### config.mk
export PLATFORM = sky130hd
export DESIGN_NAME = token_engine_top
export DESIGN_NICKNAME = d
export VERILOG_FILES = /design/src/te_params_pkg.sv /design/src/te_types_pkg.sv /design/src/pass_cfg_if.sv /design/src/pass_config.sv /design/src/psum_writeback.sv /design/src/token_engine_top.sv /design/src/token_sequencer.sv
export SDC_FILE = /design/constraint.sdc
export NUM_CORES = 1
export LEC_CHECK = 0
export BUFFER_PORTS_ARGS = -buffer_cell sky130_fd_sc_hd__clkbuf_2
export CORE_MARGIN = 2
export CORE_UTILIZATION = 55
export DETAILED_ROUTE_END_ITERATION = 10
export PLACE_DENSITY = 0.82
export SKIP_CTS_REPAIR_TIMING = 1
export SYNTH_ARGS = -nofsm -noshare
export SYNTH_HDL_FRONTEND = slang
export SYNTH_HIERARCHICAL = 1
export SYNTH_SLANG_ARGS = --single-unit
### constraint.sdc
create_clock -name clk -period 7.98 [get_ports clk]
set_input_delay 0.798 -clock clk [delete_from_list [all_inputs] [get_ports clk]]
set_output_delay 0.798 -clock clk [all_outputs]
set_load 0.01 [all_outputs]
### src/te_params_pkg.sv
// token engine widths and tile sizes
package te_params_pkg;

    // ========================================
    // bus and counter widths
    // ========================================
    localparam int ADDR_WIDTH = 16;  // glb word address
    localparam int DATA_WIDTH = 32;  // glb / pe word
    localparam int DIM_WIDTH  = 7;   // out_r, out_c
    localparam int CNT_WIDTH  = 6;   // token counts, up to 63
    localparam int FLAG_WIDTH = 4;   // pass flags

    // ========================================
    // tile sizes per layer type
    // ========================================
    // weight and bias words per pass
    localparam logic [CNT_WIDTH-1:0] TILE_K_CONV      = CNT_WIDTH'(16);
    localparam logic [CNT_WIDTH-1:0] TILE_K_POINTWISE = CNT_WIDTH'(32);
    localparam logic [CNT_WIDTH-1:0] TILE_K_DEPTHWISE = CNT_WIDTH'(10);

    // ifmap packs per output row, four channels each
    localparam logic [CNT_WIDTH-1:0] IFMAP_PACKS_CONV      = CNT_WIDTH'(8);
    localparam logic [CNT_WIDTH-1:0] IFMAP_PACKS_POINTWISE = CNT_WIDTH'(8);
    localparam logic [CNT_WIDTH-1:0] IFMAP_PACKS_DEPTHWISE = CNT_WIDTH'(3);

endpackage

### src/te_types_pkg.sv
// token engine enums and flag index
package te_types_pkg;

    // layer type code from the layer decoder
    typedef enum logic [1:0] {
        layer_conv      = 2'b00,
        layer_pointwise = 2'b01,
        layer_depthwise = 2'b10,
        layer_reserved  = 2'b11   // runs as conv
    } layer_type_e;

    // sequencer FSM
    typedef enum logic [3:0] {
        seq_idle,
        seq_read_weight,
        seq_push_weight,
        seq_read_bias,
        seq_push_bias,
        seq_read_ifmap,
        seq_push_ifmap,
        seq_wait_row,    // writeback drains the row
        seq_pass_done
    } seq_state_e;

    // writeback FSM
    typedef enum logic [1:0] {
        wb_idle,
        wb_pop,
        wb_write
    } wb_state_e;

    localparam int FLAG_BIAS_EN = 0;  // pass_flags bit

endpackage

### src/pass_cfg_if.sv
// latched pass configuration bus
`timescale 1ns/10ps

interface pass_cfg_if import te_params_pkg::*; ();

    logic [CNT_WIDTH-1:0]  tile_k;       // weight / bias words
    logic [CNT_WIDTH-1:0]  ifmap_packs;  // packs per row
    logic                  bias_en;
    logic [DIM_WIDTH-1:0]  out_c;        // psum words per row
    logic [DIM_WIDTH-1:0]  out_r;        // rows per pass
    logic [ADDR_WIDTH-1:0] base_weight;
    logic [ADDR_WIDTH-1:0] base_bias;
    logic [ADDR_WIDTH-1:0] base_ifmap;
    logic [ADDR_WIDTH-1:0] base_opsum;

    // config register side
    modport cfg_src (
        output tile_k, ifmap_packs, bias_en, out_c, out_r,
        output base_weight, base_bias, base_ifmap, base_opsum
    );

    // token reads and pushes
    modport seq_sink (
        input tile_k, ifmap_packs, bias_en, out_r,
        input base_weight, base_bias, base_ifmap
    );

    // psum writeback only needs row width and target base
    modport wb_sink (
        input out_c, base_opsum
    );

endinterface

### src/pass_config.sv
// pass parameter latch
`timescale 1ns/10ps

module pass_config import te_params_pkg::*, te_types_pkg::*; (
    input  logic                  clk,
    input  logic                  reset_n,
    input  logic                  pass_start,       // 1-cycle strobe
    input  logic                  pass_done,        // closes the pass
    input  layer_type_e           pass_layer_type,
    input  logic [FLAG_WIDTH-1:0] pass_flags,
    input  logic [DIM_WIDTH-1:0]  out_c,
    input  logic [DIM_WIDTH-1:0]  out_r,
    input  logic [ADDR_WIDTH-1:0] base_weight,
    input  logic [ADDR_WIDTH-1:0] base_bias,
    input  logic [ADDR_WIDTH-1:0] base_ifmap,
    input  logic [ADDR_WIDTH-1:0] base_opsum,
    pass_cfg_if.cfg_src           cfg
);

    logic                 busy;        // pass in flight, mirrors sequencer != idle
    logic                 load;
    logic [CNT_WIDTH-1:0] tile_k_sel;
    logic [CNT_WIDTH-1:0] packs_sel;

    assign load = pass_start && !busy;  // start during a pass is dropped

    // layer type -> tile sizes
    always_comb begin
        case (pass_layer_type)
            layer_pointwise: begin
                tile_k_sel = TILE_K_POINTWISE;
                packs_sel  = IFMAP_PACKS_POINTWISE;
            end
            layer_depthwise: begin
                tile_k_sel = TILE_K_DEPTHWISE;
                packs_sel  = IFMAP_PACKS_DEPTHWISE;
            end
            layer_conv, layer_reserved: begin
                tile_k_sel = TILE_K_CONV;
                packs_sel  = IFMAP_PACKS_CONV;
            end
            default: begin
                tile_k_sel = TILE_K_CONV;
                packs_sel  = IFMAP_PACKS_CONV;
            end
        endcase
    end

    // ========================================
    // control fields
    // ========================================
    always_ff @(posedge clk or negedge reset_n) begin
        if (!reset_n) begin
            busy            <= 1'b0;
            cfg.tile_k      <= '0;
            cfg.ifmap_packs <= '0;
            cfg.bias_en     <= 1'b0;
            cfg.out_c       <= '0;
            cfg.out_r       <= '0;
        end else begin
            if (load) begin
                busy            <= 1'b1;
                cfg.tile_k      <= tile_k_sel;
                cfg.ifmap_packs <= packs_sel;
                cfg.bias_en     <= pass_flags[FLAG_BIAS_EN];
                cfg.out_c       <= out_c;
                cfg.out_r       <= out_r;
            end else if (pass_done) begin
                busy <= 1'b0;  // sequencer back in idle next cycle
            end
        end
    end

    // base addresses, plain data
    always_ff @(posedge clk) begin
        if (load) begin
            cfg.base_weight <= base_weight;
            cfg.base_bias   <= base_bias;
            cfg.base_ifmap  <= base_ifmap;
            cfg.base_opsum  <= base_opsum;
        end
    end

endmodule

### src/psum_writeback.sv
// partial sum pop and glb writeback
`timescale 1ns/10ps

module psum_writeback import te_params_pkg::*, te_types_pkg::*; (
    input  logic                  clk,
    input  logic                  reset_n,
    input  logic                  row_start,     // from sequencer
    input  logic                  pass_done,     // rearms the opsum pointer
    pass_cfg_if.wb_sink           cfg,
    // psum buffer pop
    input  logic [DATA_WIDTH-1:0] pe_psum_data,
    input  logic                  pe_psum_valid,
    output logic                  pe_psum_ready,
    // glb write
    output logic [ADDR_WIDTH-1:0] glb_write_addr,
    output logic [DATA_WIDTH-1:0] glb_write_data,
    output logic                  glb_write_ready,
    input  logic                  glb_write_valid,
    output logic                  row_done
);

    wb_state_e             state;
    wb_state_e             state_nxt;
    logic [DIM_WIDTH-1:0]  col_cnt;
    logic [ADDR_WIDTH-1:0] opsum_cnt;  // words written since pass start
    logic                  first_row;
    logic                  col_last;

    assign col_last = (col_cnt == cfg.out_c - 1'b1);

    always_comb begin
        state_nxt = state;
        case (state)
            wb_idle:  if (row_start) state_nxt = wb_pop;
            wb_pop:   if (pe_psum_valid) state_nxt = wb_write;
            wb_write: if (glb_write_valid) state_nxt = col_last ? wb_idle : wb_pop;
            default:  state_nxt = wb_idle;
        endcase
    end

    always_ff @(posedge clk or negedge reset_n) begin
        if (!reset_n) begin
            state     <= wb_idle;
            col_cnt   <= '0;
            opsum_cnt <= '0;
            first_row <= 1'b1;
        end else begin
            state <= state_nxt;
            if (pass_done) begin
                first_row <= 1'b1;
            end else if ((state == wb_idle) && row_start) begin
                first_row <= 1'b0;
                col_cnt   <= '0;
                if (first_row) opsum_cnt <= '0;  // new pass, restart at base_opsum
            end else if ((state == wb_write) && glb_write_valid) begin
                col_cnt   <= col_cnt + 1'b1;
                opsum_cnt <= opsum_cnt + 1'b1;
            end
        end
    end

    // popped word, held through the write
    always_ff @(posedge clk) begin
        if (pe_psum_ready) glb_write_data <= pe_psum_data;
    end

    assign pe_psum_ready   = (state == wb_pop) && pe_psum_valid;
    assign glb_write_ready = (state == wb_write);
    assign glb_write_addr  = cfg.base_opsum + opsum_cnt;
    // same edge as last ack, so pass_done follows one cycle later
    assign row_done        = (state == wb_write) && glb_write_valid && col_last;

endmodule

### src/token_engine_top.sv
// token engine top level
`timescale 1ns/10ps

module token_engine_top import te_params_pkg::*, te_types_pkg::*; (
    input  logic                  clk,
    input  logic                  reset_n,
    // pass parameters
    input  logic                  pass_start,
    input  layer_type_e           pass_layer_type,
    input  logic [FLAG_WIDTH-1:0] pass_flags,
    input  logic [DIM_WIDTH-1:0]  out_c,
    input  logic [DIM_WIDTH-1:0]  out_r,
    input  logic [ADDR_WIDTH-1:0] base_weight,
    input  logic [ADDR_WIDTH-1:0] base_bias,
    input  logic [ADDR_WIDTH-1:0] base_ifmap,
    input  logic [ADDR_WIDTH-1:0] base_opsum,
    // glb read
    output logic [ADDR_WIDTH-1:0] glb_read_addr,
    output logic                  glb_read_ready,
    input  logic                  glb_read_valid,
    input  logic [DATA_WIDTH-1:0] glb_read_data,
    // glb write
    output logic [ADDR_WIDTH-1:0] glb_write_addr,
    output logic [DATA_WIDTH-1:0] glb_write_data,
    output logic                  glb_write_ready,
    input  logic                  glb_write_valid,
    // pe array
    output logic [DATA_WIDTH-1:0] token_data,
    output logic                  pe_weight_valid,
    input  logic                  pe_weight_ready,
    output logic                  pe_bias_valid,
    input  logic                  pe_bias_ready,
    output logic                  pe_ifmap_valid,
    input  logic                  pe_ifmap_ready,
    // psum buffer
    input  logic [DATA_WIDTH-1:0] pe_psum_data,
    input  logic                  pe_psum_valid,
    output logic                  pe_psum_ready,
    output logic                  pass_done
);

    pass_cfg_if cfg_bus ();

    logic row_start;  // sequencer -> writeback
    logic row_done;   // writeback -> sequencer

    pass_config u_cfg (
        .clk, .reset_n, .pass_start, .pass_done,
        .pass_layer_type, .pass_flags, .out_c, .out_r,
        .base_weight, .base_bias, .base_ifmap, .base_opsum,
        .cfg (cfg_bus.cfg_src)
    );

    token_sequencer u_seq (
        .clk, .reset_n, .pass_start,
        .cfg (cfg_bus.seq_sink),
        .glb_read_addr, .glb_read_ready, .glb_read_valid, .glb_read_data,
        .token_data,
        .pe_weight_valid, .pe_weight_ready,
        .pe_bias_valid, .pe_bias_ready,
        .pe_ifmap_valid, .pe_ifmap_ready,
        .row_start, .row_done, .pass_done
    );

    psum_writeback u_wb (
        .clk, .reset_n, .row_start, .pass_done,
        .cfg (cfg_bus.wb_sink),
        .pe_psum_data, .pe_psum_valid, .pe_psum_ready,
        .glb_write_addr, .glb_write_data, .glb_write_ready, .glb_write_valid,
        .row_done
    );

endmodule

### src/token_sequencer.sv
// weight, bias and ifmap token sequencer
`timescale 1ns/10ps

module token_sequencer import te_params_pkg::*, te_types_pkg::*; (
    input  logic                  clk,
    input  logic                  reset_n,
    input  logic                  pass_start,
    pass_cfg_if.seq_sink          cfg,
    // glb read
    output logic [ADDR_WIDTH-1:0] glb_read_addr,
    output logic                  glb_read_ready,   // request, held until valid
    input  logic                  glb_read_valid,
    input  logic [DATA_WIDTH-1:0] glb_read_data,
    // pe push
    output logic [DATA_WIDTH-1:0] token_data,
    output logic                  pe_weight_valid,
    input  logic                  pe_weight_ready,
    output logic                  pe_bias_valid,
    input  logic                  pe_bias_ready,
    output logic                  pe_ifmap_valid,
    input  logic                  pe_ifmap_ready,
    // row strobes with writeback
    output logic                  row_start,
    input  logic                  row_done,
    output logic                  pass_done
);

    seq_state_e            state;
    seq_state_e            state_nxt;
    logic [CNT_WIDTH-1:0]  tok_cnt;    // tokens done in current phase / row
    logic [ADDR_WIDTH-1:0] ifmap_cnt;  // runs on across rows
    logic [DIM_WIDTH-1:0]  row_cnt;
    logic                  tok_last;
    logic                  row_last;
    logic                  pushed;     // push accepted this edge

    // ifmap phase counts packs, weight / bias phases count tile_k
    assign tok_last = (state == seq_push_ifmap) ? (tok_cnt == cfg.ifmap_packs - 1'b1)
                                                : (tok_cnt == cfg.tile_k - 1'b1);
    assign row_last = (row_cnt == cfg.out_r - 1'b1);

    assign pushed = (pe_weight_valid && pe_weight_ready) ||
                    (pe_bias_valid && pe_bias_ready) ||
                    (pe_ifmap_valid && pe_ifmap_ready);

    // ========================================
    // next state
    // ========================================
    always_comb begin
        state_nxt = state;
        case (state)
            seq_idle: begin
                if (pass_start) state_nxt = seq_read_weight;  // other states ignore it
            end
            seq_read_weight: begin
                if (glb_read_valid) state_nxt = seq_push_weight;
            end
            seq_push_weight: begin
                if (pe_weight_ready) begin
                    if (!tok_last) state_nxt = seq_read_weight;
                    else if (cfg.bias_en) state_nxt = seq_read_bias;
                    else state_nxt = seq_read_ifmap;  // no bias phase
                end
            end
            seq_read_bias: begin
                if (glb_read_valid) state_nxt = seq_push_bias;
            end
            seq_push_bias: begin
                if (pe_bias_ready) state_nxt = tok_last ? seq_read_ifmap : seq_read_bias;
            end
            seq_read_ifmap: begin
                if (glb_read_valid) state_nxt = seq_push_ifmap;
            end
            seq_push_ifmap: begin
                if (pe_ifmap_ready) state_nxt = tok_last ? seq_wait_row : seq_read_ifmap;
            end
            seq_wait_row: begin
                // writeback drains out_c words, then next row or finish
                if (row_done) state_nxt = row_last ? seq_pass_done : seq_read_ifmap;
            end
            seq_pass_done: state_nxt = seq_idle;
            default:       state_nxt = seq_idle;
        endcase
    end

    // ========================================
    // state and counters
    // ========================================
    always_ff @(posedge clk or negedge reset_n) begin
        if (!reset_n) begin
            state     <= seq_idle;
            tok_cnt   <= '0;
            ifmap_cnt <= '0;
            row_cnt   <= '0;
            row_start <= 1'b0;
        end else begin
            state     <= state_nxt;
            // pulse once the row's last pack is taken
            row_start <= (state == seq_push_ifmap) && pe_ifmap_ready && tok_last;

            if ((state == seq_idle) && pass_start) begin
                tok_cnt   <= '0;
                ifmap_cnt <= '0;
            end else if (pushed) begin
                tok_cnt <= tok_last ? '0 : tok_cnt + 1'b1;  // wraps at phase / row end
                if (state == seq_push_ifmap) ifmap_cnt <= ifmap_cnt + 1'b1;
            end

            if ((state == seq_idle) && pass_start) begin
                row_cnt <= '0;
            end else if ((state == seq_wait_row) && row_done) begin
                row_cnt <= row_cnt + 1'b1;
            end
        end
    end

    // read word held for the push
    always_ff @(posedge clk) begin
        if (glb_read_ready && glb_read_valid) token_data <= glb_read_data;
    end

    // ========================================
    // outputs
    // ========================================
    assign glb_read_ready = (state == seq_read_weight) ||
                            (state == seq_read_bias) ||
                            (state == seq_read_ifmap);

    // counters only move in push states, so the address stays put while requesting
    always_comb begin
        case (state)
            seq_read_bias:  glb_read_addr = cfg.base_bias + ADDR_WIDTH'(tok_cnt);
            seq_read_ifmap: glb_read_addr = cfg.base_ifmap + ifmap_cnt;
            default:        glb_read_addr = cfg.base_weight + ADDR_WIDTH'(tok_cnt);
        endcase
    end

    assign pe_weight_valid = (state == seq_push_weight);  // one valid at a time
    assign pe_bias_valid   = (state == seq_push_bias);
    assign pe_ifmap_valid  = (state == seq_push_ifmap);
    assign pass_done       = (state == seq_pass_done);

endmodule
==> flow_metrics.py, run 1 <==
metrics = {
    "yosys": {
        "synth_edf_count": 128,
        "synth.distinct_cells": 76,
        "yosys-top-cells-count": "edfxtp_1 (128), nor2_1 (90), dfrtp_1 (79)",
        "ys_top_cells_by_area": "edfxtp_1 (35%), dfrtp_1 (18%), ha_1 (5.4%), xnor2_1 (3.5%), xor2_1 (3.4%)",
        "synthCells": 963,
        "synth-seq-cells": 208,
        "yosys.area.top_type": "edfxtp_1",
        "yosysMostFrequentCell": "edfxtp_1",
        "async_flop_share": 0.3846,
        "syn_area_per_cell_sq_um": 11.39,
        "synth_top_area_frac": 0.3505,
        "yosysSeqAreaShare": 0.5332,
        "synth_area_sq_um": 10970,
        "yosysWarnings": 6,
        "ys.flop_type": "edfxtp_1",
    },
    "critical_path": {
        "cp-end-kind": "primary output",
        "path_class": "reg -> out",
        "path_max_fanout": 23,
        "crit_required_ns": 7.18,
        "cp.arrival_ns": 4.78,
        "worstSetupStartpointType": "flop",
    },
    "drt": {
        "avgRoutedWirePerCell_microns": 16.19,
        "vias_per_cell": 5.509,
        "totalWireLength_mm": 24.25,
        "route.detailed.drc": 0,
        "vias": 8253,
        "drtPass1Iterations": 5,
        "drt_iter0_drc": 508,
        "postRouteAntennaNets": 0,
    },
    "timing": {
        "maxSlewViolCount": 0,
        "finalCritPeriodShare": 0.6991,
        "hold-worst-slack_ns": 0.4583,
        "tns_ns": 0,
        "setup_viol": 0,
        "tightest_slew_ns": 1.013,
        "slew_headroom": 0.3244,
        "min_period_ns": 5.579,
        "finalHoldViolCount": 0,
        "rsz0062_at_grt": "false",
        "fmax_mhz": 179.2,
        "clock_skew_ns": 0.01611,
    },
    "clock_tree": {
        "clk_path_buf_depth": 3,
        "clk_pin_slew_ns": 0.06,
        "worstSkewPairLatency_ns": 0.51,
        "htree_levels": 1,
        "cts_tree": "yes",
        "cts_made_buffers": 23,
        "root_buffer": "clkbuf_16",
        "clock_sinks": 208,
    },
    "place": {
        "dp.final_hpwl_mm": 17.77,
        "numPortBuffers": 256,
        "place.gp.congestion": 0.8794,
    },
    "layout": {
        "syn2layout_area_growth_pct": 20.29,
        "n_antenna_cell": 0,
        "nFillCells": 1469,
        "nets": 1424,
        "drive_gt1_frac": 0.2830,
    },
    "floorplan": {
        "num_rows": 51,
        "die_h_microns": 145.2,
        "die_area_sq_um": 21080,
        "io_pins": 260,
        "die_w_microns": 145.2,
        "core_area_sq_um": 19530,
        "start_util": 0.5616,
    },
    "pwr": {
        "p_per_area_nw_per_um2": 262.8,
        "peakVddDrop_uv": 167.1,
        "p_leak_nw": 5.720,
    },
    "global_route": {
        "grt_overflow_total": 0,
        "antenna_found_initial": 0,
        "grt_max_degree": 81,
        "grt_first_pass_wirelength_mm": 39.50,
        "grt_use_total": 0.2266,
        "grt_pass1_vias": 8013,
    },
    "hold_path": {
        "min_path_type": "in -> async",
    },
    "status": {
        "outcome": "finished clean",
    },
    "flow_run": {
        "drv_cap": 0,
    },
}
[worst max-delay path, cell delays in order (launching register included)]
cell      delay, ns
dfrtp_1        0.73
and4bb_2       0.76
mux2_2         0.29
ha_1           0.19
inv_1          0.07
fa_1           0.40
nor2b_1        0.18
o31ai_1        0.11
a21oi_1        0.63
nand3_1        0.18
xor2_1         0.18
a211o_1        0.32
nand3_1        0.09
clkbuf_2       0.14
[power breakdown]
group          leakage (nW)  total (mW)  switching [mW]  internal, mW
Combinational          3.15        1.01           0.574         0.436
Clock                 0.369        1.05           0.427         0.622
Sequential             2.20        1.41           0.130          1.28
[cell usage in the layout, fill, tap and decap left out, types with 42 or more instances in the layout]
master      n
nor2_1     89
clkbuf_2  255
a21oi_1    47
edfxtp_1  128
ha_1       47
xnor2_1    44
dfrtp_1    79
o21ai_0    48
nand2_1    77
xor2_1     42
[path summary, 6_finish.rpt]
path | startpoint | cells after the start | to | slack, ns
setup / recovery | u_seq/state[0]$_DFFE_PN0P_ | 13 | glb_read_addr[14] | 2.40
hold / removal | reset_n | 1 | u_seq/ifmap_cnt[15]$_DFFE_PN0P_ | 0.46
setup reg to reg | u_seq/state[0]$_DFFE_PN0P_ | 10 | u_seq/state[1]$_DFFE_PN0P_ | 4.60
hold reg to reg | u_wb/first_row$_DFFE_PN1P_ | 2 | u_wb/first_row$_DFFE_PN1P_ | 0.50
max in group asynchronous | reset_n | 1 | u_cfg/cfg.out_c[6]$_DFFE_PN0P_ | 6.86
min in group clk | base_bias[8] | 1 | u_cfg/cfg.base_bias[8]$_DFFE_PP_ | 0.46
[cell families (layout without fill, tap and decap cells)]
group           count (synthesis)  in the layout  share of synthesized area
buf+inv                        66            332                    0.02955
flops                         208            208                     0.5332
xor+xnor                       86             86                    0.06869
compound gates                183            183                     0.1082
other cells                     1              5                  0.0003420
fa+ha+maj                      50             50                    0.05911
mux                            45             45                    0.05203
simple gates                  324            324                     0.1489
[routing by layer]
metal / part of all wire / wire (microns) / vias to the layer above / track usage
met5: 0 / 0 / - / 0
li1: - / - / 4021 / -
met3: 0.058 / 1399 / 43 / 0.03585
met2: 0.50 / 12170 / 297 / 0.4012
met4: 0.024 / 582 / 0 / 0.06716
met1: 0.42 / 10100 / 3892 / 0.2875
[registers in the layout, summed over array words and instances (netlist names)]
register	count
u_seq/token_data	32
u_seq/row_cnt	7
u_cfg/busy	1
u_seq/state	4
u_wb/first_row	1
u_wb/glb_write_data	32
u_cfg/cfg.base_weight	16
u_wb/opsum_cnt	16
u_cfg/cfg.out_r	7
u_cfg/cfg.out_c	7
u_wb/col_cnt	7
u_cfg/cfg.base_ifmap	16
u_cfg/cfg.bias_en	1
u_wb/state	2
u_cfg/cfg.ifmap_packs	1
u_seq/tok_cnt	6
u_cfg/cfg.tile_k	3
u_seq/ifmap_cnt	16
u_seq/row_start	1
u_cfg/cfg.base_opsum	16
u_cfg/cfg.base_bias	16
[metrics by stage]
stage          total power, mW  worst slack, ns  utilization  instance area, sq um  std cells
6_report                 3.467            2.401       0.6755                 13190       1498
3_3_place_gp             2.396            3.131       0.6369                 12440       1457
4_1_cts                  3.496            2.423       0.6755                 13190       1498
2_1_floorplan            2.095            3.478            -                 10980        967
5_1_grt                  3.664            2.103       0.6755                 13190       1498
3_5_place_dp             2.435            2.967       0.6369                 12440       1457
[layout make-up]
type                    count  area [sq um]  share of cell area
multi-input cells         693          4817              0.3652
inverters                  30         120.1            0.009106
well taps                 265         331.6             0.02514
clock inverters            14         132.6             0.01005
repair buffers            261          1321              0.1002
clock buffers              27         620.6             0.04705
flip-flops and latches    208          5847              0.4433
No activity file was read; power rests on OpenSTA's default activity.
==> inputs of run 2 (changes only) <==
--- a/config.mk
+++ b/config.mk
@@ -7,9 +7,9 @@
 export LEC_CHECK = 0
 export BUFFER_PORTS_ARGS = -buffer_cell sky130_fd_sc_hd__clkbuf_2
 export CORE_MARGIN = 2
-export CORE_UTILIZATION = 55
+export CORE_UTILIZATION = 49
 export DETAILED_ROUTE_END_ITERATION = 10
-export PLACE_DENSITY = 0.82
+export PLACE_DENSITY = 0.77
 export SKIP_CTS_REPAIR_TIMING = 1
 export SYNTH_ARGS = -nofsm -noshare
 export SYNTH_HDL_FRONTEND = slang
==> constraint.sdc (replaced) <==
create_clock -name clk -period 4.6 [get_ports clk]
set_input_delay 0.46 -clock clk [delete_from_list [all_inputs] [get_ports clk]]
set_output_delay 0.46 -clock clk [all_outputs]
set_load 0.01 [all_outputs]
==> run 2 against run 1 <==
Net effect:
- count of clock-buffer cells in the layout grew 9
- register-to-register slack lost 3.3 ns
- flip-flop and latch count is the same
- power grew 74%
- via count grew 0.12%
- utilization shrank 6.9 points
- largest cell class unchanged
- highest routed layer unchanged
==> flow_metrics.py, run 2 (synthesis results as in run 1) <==
metrics = {
    "hold_path": {
        "hp-start": "pe_psum_data[22]",
        "worstHoldPathCells": 1,
        "min_path_type": "in -> reg",
        "min_to": "u_wb/glb_write_data[22]$_DFFE_PP_",
    },
    "global_route": {
        "grt_use_total": 0.2028,
        "grt_pass1_vias": 7933,
        "grt_max_degree": 81,
        "antenna_found_initial": 1,
        "grt_overflow_total": 0,
        "grt_first_pass_wirelength_mm": 39.30,
    },
    "critical_path": {
        "worstSetupStartpointType": "flop",
        "r2r-start": "u_seq/state[2]$_DFFE_PN0P_",
        "path_max_fanout": 16,
        "reg2reg_to": "u_seq/state[1]$_DFFE_PN0P_",
        "startpoint": "u_seq/state[2]$_DFFE_PN0P_",
        "crit_required_ns": 4.14,
        "reg2reg_slack_ns": 1.31,
        "cpLargestDelayFamily": "compound AO/OA/AOI/OAI gates",
        "cp-end-kind": "primary output",
        "reg2reg_depth": 10,
        "path_cells": "and4bb_4 -> mux2_2 -> ha_1 -> inv_1 -> fa_1 -> nor2b_1 -> o31ai_1 -> a21oi_1 -> buf_4 -> a31oi_1 -> nor3b_1 -> a211o_1 -> nand3_1 -> clkbuf_2",
        "slowest_delay_ns": 0.54,
        "path_class": "reg -> out",
        "cp_num_buf_inv": 3,
        "cp_slowest_cell": "dfrtp_1",
        "cp.arrival_ns": 3.81,
    },
    "timing": {
        "rsz0062_at_grt": "false",
        "layout_setup_ws_ns": 0.3341,
        "setup_viol": 0,
        "maxSlewViolCount": 0,
        "clock_skew_ns": 0.01226,
        "tightest_slew_ns": 1.018,
        "min_period_ns": 4.266,
        "fmax_mhz": 234.4,
        "slew_headroom": 0.3213,
        "finalHoldViolCount": 0,
        "finalCritPeriodShare": 0.9274,
        "tns_ns": 0,
    },
    "flow_run": {
        "drv_cap": 0,
    },
    "layout": {
        "nFillCells": 1797,
        "drive_gt1_frac": 0.2833,
        "layout_common_cells": "clkbuf_2 (255), edfxtp_1 (128), nor2_1 (89), dfrtp_1 (79), nand2_1 (77)",
        "stdcell_count": 1520,
        "reg.largest.list": "u_seq/token_data: 32 flops, u_wb/glb_write_data: 32 flops",
        "final_util": 0.6063,
        "final_common_cell": "clkbuf_2",
        "nets": 1429,
        "syn2layout_area_growth_pct": 21.03,
    },
    "place": {
        "numPortBuffers": 256,
        "dp.final_hpwl_mm": 18.14,
        "place.gp.congestion": 0.8684,
        "placedCellCount": 1477,
        "pre_cts_slack_ns": 0.8266,
    },
    "pwr": {
        "power_mw": 6.047,
        "peakVddDrop_uv": 437.0,
        "p_leak_nw": 5.745,
        "p_per_area_nw_per_um2": 455.6,
    },
    "clock_tree": {
        "cts_made_buffers": 23,
        "clk_pin_slew_ns": 0.06,
        "clock_sinks": 208,
        "worstSkewPairLatency_ns": 0.51,
        "clk_path_buf_depth": 3,
        "htree_levels": 1,
        "root_buffer": "clkbuf_16",
        "cts_tree": "yes",
    },
    "floorplan": {
        "core_area_sq_um": 21890,
        "die_h_microns": 153.6,
        "die_area_sq_um": 23590,
        "num_rows": 54,
        "die_w_microns": 153.6,
        "io_pins": 260,
        "start_util": 0.5009,
    },
    "drt": {
        "vias": 8263,
        "drt_iter0_drc": 483,
        "avgRoutedWirePerCell_microns": 16.15,
        "postRouteAntennaNets": 0,
        "vias_per_cell": 5.436,
        "totalWireLength_mm": 24.55,
        "route.detailed.drc": 0,
        "drtPass1Iterations": 5,
    },
    "status": {
        "outcome": "finished clean",
    },
}
run 2: cell types whose count changed in the layout (fill, tap and decap cells not counted):
cell      previous run  this run
clkinv_2             3         1
clkbuf_8             3         5
clkinv_1             4         1
and4bb_2             1         0
buf_4                6        10
diode_2              0         1
buf_12               0         1
clkbuf_1             1         8
clkinv_4             3         0
and4bb_4             0         1
run 2: worst max path at each step:
stage          cells after the start  slack [ns]                end
2_1_floorplan                     16        0.44  glb_read_addr[14]
3_3_place_gp                      14        0.86  glb_read_addr[14]
4_1_cts                           14        0.24  glb_read_addr[14]
5_1_grt                           14        0.01  glb_read_addr[14]
6_report                          14        0.33  glb_read_addr[14]
3_5_place_dp                      14        0.83  glb_read_addr[14]
run 2: power by group:
part,internal (mW),total (mW),switching (mW)
Combinational,0.781,1.82,1.03
Sequential,2.22,2.40,0.185
Clock,1.12,1.83,0.711
Total,4.12,6.05,1.93
run 2: metal layers:
metal | global-route usage | up-vias | share of wire
met5 | 0 | - | 0
met4 | 0.05461 | 0 | 0.024
met3 | 0.02903 | 45 | 0.055
met2 | 0.3492 | 267 | 0.48
met1 | 0.2704 | 3917 | 0.44
li1 | - | 4034 | -
run 2: through the flow:
stage	hold WS [ns]	area, sq um
after floorplan	0.1644	10980
after global routing	0.1046	13270
final	0.1205	13270
after global placement	0.4792	12510
after CTS	0.1047	13270
after detailed placement	0.4921	12510
run 2: cell type report:
class | count | area [sq um] | share of cell area
clock inverter | 6 | 85.08 | 0.006411
tap | 280 | 350.3 | 0.02640
clock buffer | 36 | 674.4 | 0.05082
antenna | 1 | 2.502 | 0.0001886
sequential | 208 | 5847 | 0.4406
timing repair buffer | 266 | 1371 | 0.1033
inverter | 30 | 120.1 | 0.009051
multi-input combinational | 693 | 4821 | 0.3632
==> inputs of run 3 (changes only) <==
--- a/config.mk
+++ b/config.mk
@@ -10,6 +10,7 @@
 export CORE_UTILIZATION = 49
 export DETAILED_ROUTE_END_ITERATION = 10
 export PLACE_DENSITY = 0.77
+export RECOVER_POWER = 25
 export SKIP_CTS_REPAIR_TIMING = 1
 export SYNTH_ARGS = -nofsm -noshare
 export SYNTH_HDL_FRONTEND = slang
==> run 3 against run 2 <==
Net effect:
- the flow now finishes with violations (capacitance limit, slew limit)
- cell count unchanged
- global-route usage unchanged
- utilization down 0.074 points
- clock skew about the same
- critical path type unchanged
- largest cell class unchanged
- largest power group unchanged
==> flow_metrics.py, run 3 (synthesis results as in run 1) <==
metrics = {
    "hold_path": {
        "min_path_type": "in -> reg",
    },
    "timing": {
        "tightest_slew_ns": 2.005,
        "min_period_ns": 4.256,
        "clock_skew_ns": 0.01232,
        "finalCritPeriodShare": 0.9252,
        "fmax_mhz": 235.0,
        "rsz0062_at_grt": "false",
        "setup_viol": 0,
        "maxSlewViolCount": 81,
        "slew_headroom": -0.3369,
        "finalHoldViolCount": 0,
        "tns_ns": 0,
    },
    "place": {
        "place.gp.congestion": 0.8684,
        "numPortBuffers": 256,
        "place_area_sq_um": 12510,
        "dp.final_hpwl_mm": 18.14,
    },
    "critical_path": {
        "crit_required_ns": 4.14,
        "path_max_fanout": 16,
        "cp-end-kind": "primary output",
        "path_cells": "and4bb_4 -> mux2_2 -> ha_1 -> inv_1 -> fa_1 -> nor2b_1 -> o31ai_1 -> a21oi_1 -> buf_4 -> a31oi_1 -> nor3b_1 -> a211o_1 -> nand3_1 -> clkbuf_2",
        "cpLargestDelayFamily": "compound AO/OA/AOI/OAI gates",
        "path_class": "reg -> out",
        "cp_slowest_cell": "dfrtp_1",
        "cp_num_buf_inv": 3,
        "slowest_delay_ns": 0.53,
        "worstSetupStartpointType": "flop",
        "cp.arrival_ns": 3.80,
    },
    "floorplan": {
        "die_w_microns": 153.6,
        "start_util": 0.5009,
        "io_pins": 260,
        "num_rows": 54,
        "die_h_microns": 153.6,
        "die_area_sq_um": 23590,
        "core_area_sq_um": 21890,
    },
    "clock_tree": {
        "htree_levels": 1,
        "clk_pin_slew_ns": 0.06,
        "root_buffer": "clkbuf_16",
        "worstSkewPairLatency_ns": 0.51,
        "cts_tree": "yes",
        "clk_path_buf_depth": 3,
        "clock_sinks": 208,
        "cts_made_buffers": 23,
    },
    "status": {
        "outcome": "finished with violations",
        "violations": "capacitance limit, slew limit",
    },
    "layout": {
        "reg.largest.list": "u_seq/token_data: 32 flops, u_wb/glb_write_data: 32 flops",
        "nets": 1429,
        "syn2layout_area_growth_pct": 20.88,
        "final_common_cell": "clkbuf_2",
        "layout_common_cells": "clkbuf_2 (245), edfxtp_1 (128), nor2_1 (89), dfrtp_1 (79), nand2_1 (77)",
        "drive_gt1_frac": 0.2744,
        "stdcell_area_sq_um": 13260,
    },
    "drt": {
        "vias_per_cell": 5.432,
        "wl_met1_mm": 10.70,
        "postRouteAntennaNets": 0,
        "wl_met2_mm": 11.90,
        "maxUsedRoutingLayer": "met4",
        "avgRoutedWirePerCell_microns": 16.15,
        "drt_iter0_drc": 478,
        "drtPass1Iterations": 5,
        "vias": 8257,
        "totalWireLength_mm": 24.55,
        "route.detailed.drc": 0,
        "wl_met3_mm": 1.382,
    },
    "pwr": {
        "power_mw": 6.045,
        "peakVddDrop_uv": 437.0,
        "p_per_area_nw_per_um2": 456.1,
        "p_leak_nw": 5.712,
    },
    "global_route": {
        "grt_use_total": 0.2028,
        "antenna_found_initial": 1,
        "grt_overflow_total": 0,
        "grt_max_degree": 81,
        "grt_pass1_vias": 7933,
        "grt_first_pass_wirelength_mm": 39.30,
    },
    "flow_run": {
        "drv_cap": 1,
    },
}
-- run 3: cell types whose count changed in the layout (fill, tap and decap cells not counted) --
cell and delta:
clkbuf_1 +11, clkbuf_2 -10, buf_4 -1
-- run 3: worst paths after layout --
path | depth (start not counted) | slack (ns) | start | endpoint
worst max-delay path | 14 | 0.34 | u_seq/state[2]$_DFFE_PN0P_ | glb_read_addr[14]
worst min-delay path | 1 | 0.12 | pe_psum_data[22] | u_wb/glb_write_data[22]$_DFFE_PP_
worst max register to register | 10 | 1.32 | u_seq/state[2]$_DFFE_PN0P_ | u_seq/state[1]$_DFFE_PN0P_
worst min register to register | 2 | 0.49 | u_wb/first_row$_DFFE_PN1P_ | u_wb/first_row$_DFFE_PN1P_
max in group asynchronous | 1 | 2.89 | reset_n | u_wb/opsum_cnt[11]$_DFFE_PN0P_
min in group asynchronous | 1 | 0.52 | reset_n | u_seq/ifmap_cnt[14]$_DFFE_PN0P_
-- run 3: final cells by class --
| cell class | count | area, sq um |
|---|---|---|
| clock inverter | 6 | 85.08 |
| timing repair buffer | 266 | 1355 |
| clock buffer | 36 | 674.4 |
| multi-input combinational | 693 | 4821 |
| fill | 1802 | 8636 |
| sequential | 208 | 5847 |
| antenna | 1 | 2.502 |
| tap | 280 | 350.3 |
| inverter | 30 | 120.1 |
-- run 3: metrics by stage --
step | setup slack [ns] | hold slack (ns) | cells | util
finish | 0.3441 | 0.1204 | 1520 | 0.6055
global route | 0.01134 | 0.1046 | 1520 | 0.6055
floorplan | 0.4359 | 0.1644 | 967 | -
detailed placement | 0.8266 | 0.4921 | 1477 | 0.5713
global placement | 0.8588 | 0.4792 | 1477 | 0.5713
CTS | 0.2440 | 0.1047 | 1519 | 0.6060
-- run 3: per-layer routing --
layer,vias up,global-route usage
li1,4035,-
met1,3908,0.2704
met2,271,0.3492
met3,43,0.02903
met4,0,0.05461
met5,-,0
-- run 3: report_power, final --
group | leakage (nW) | total [mW] | switching, mW | internal, mW
logic | 3.15 | 1.81 | 1.03 | 0.780
clock network | 0.367 | 1.83 | 0.711 | 1.12
registers | 2.20 | 2.40 | 0.185 | 2.22
total | 5.71 | 6.05 | 1.93 | 4.11
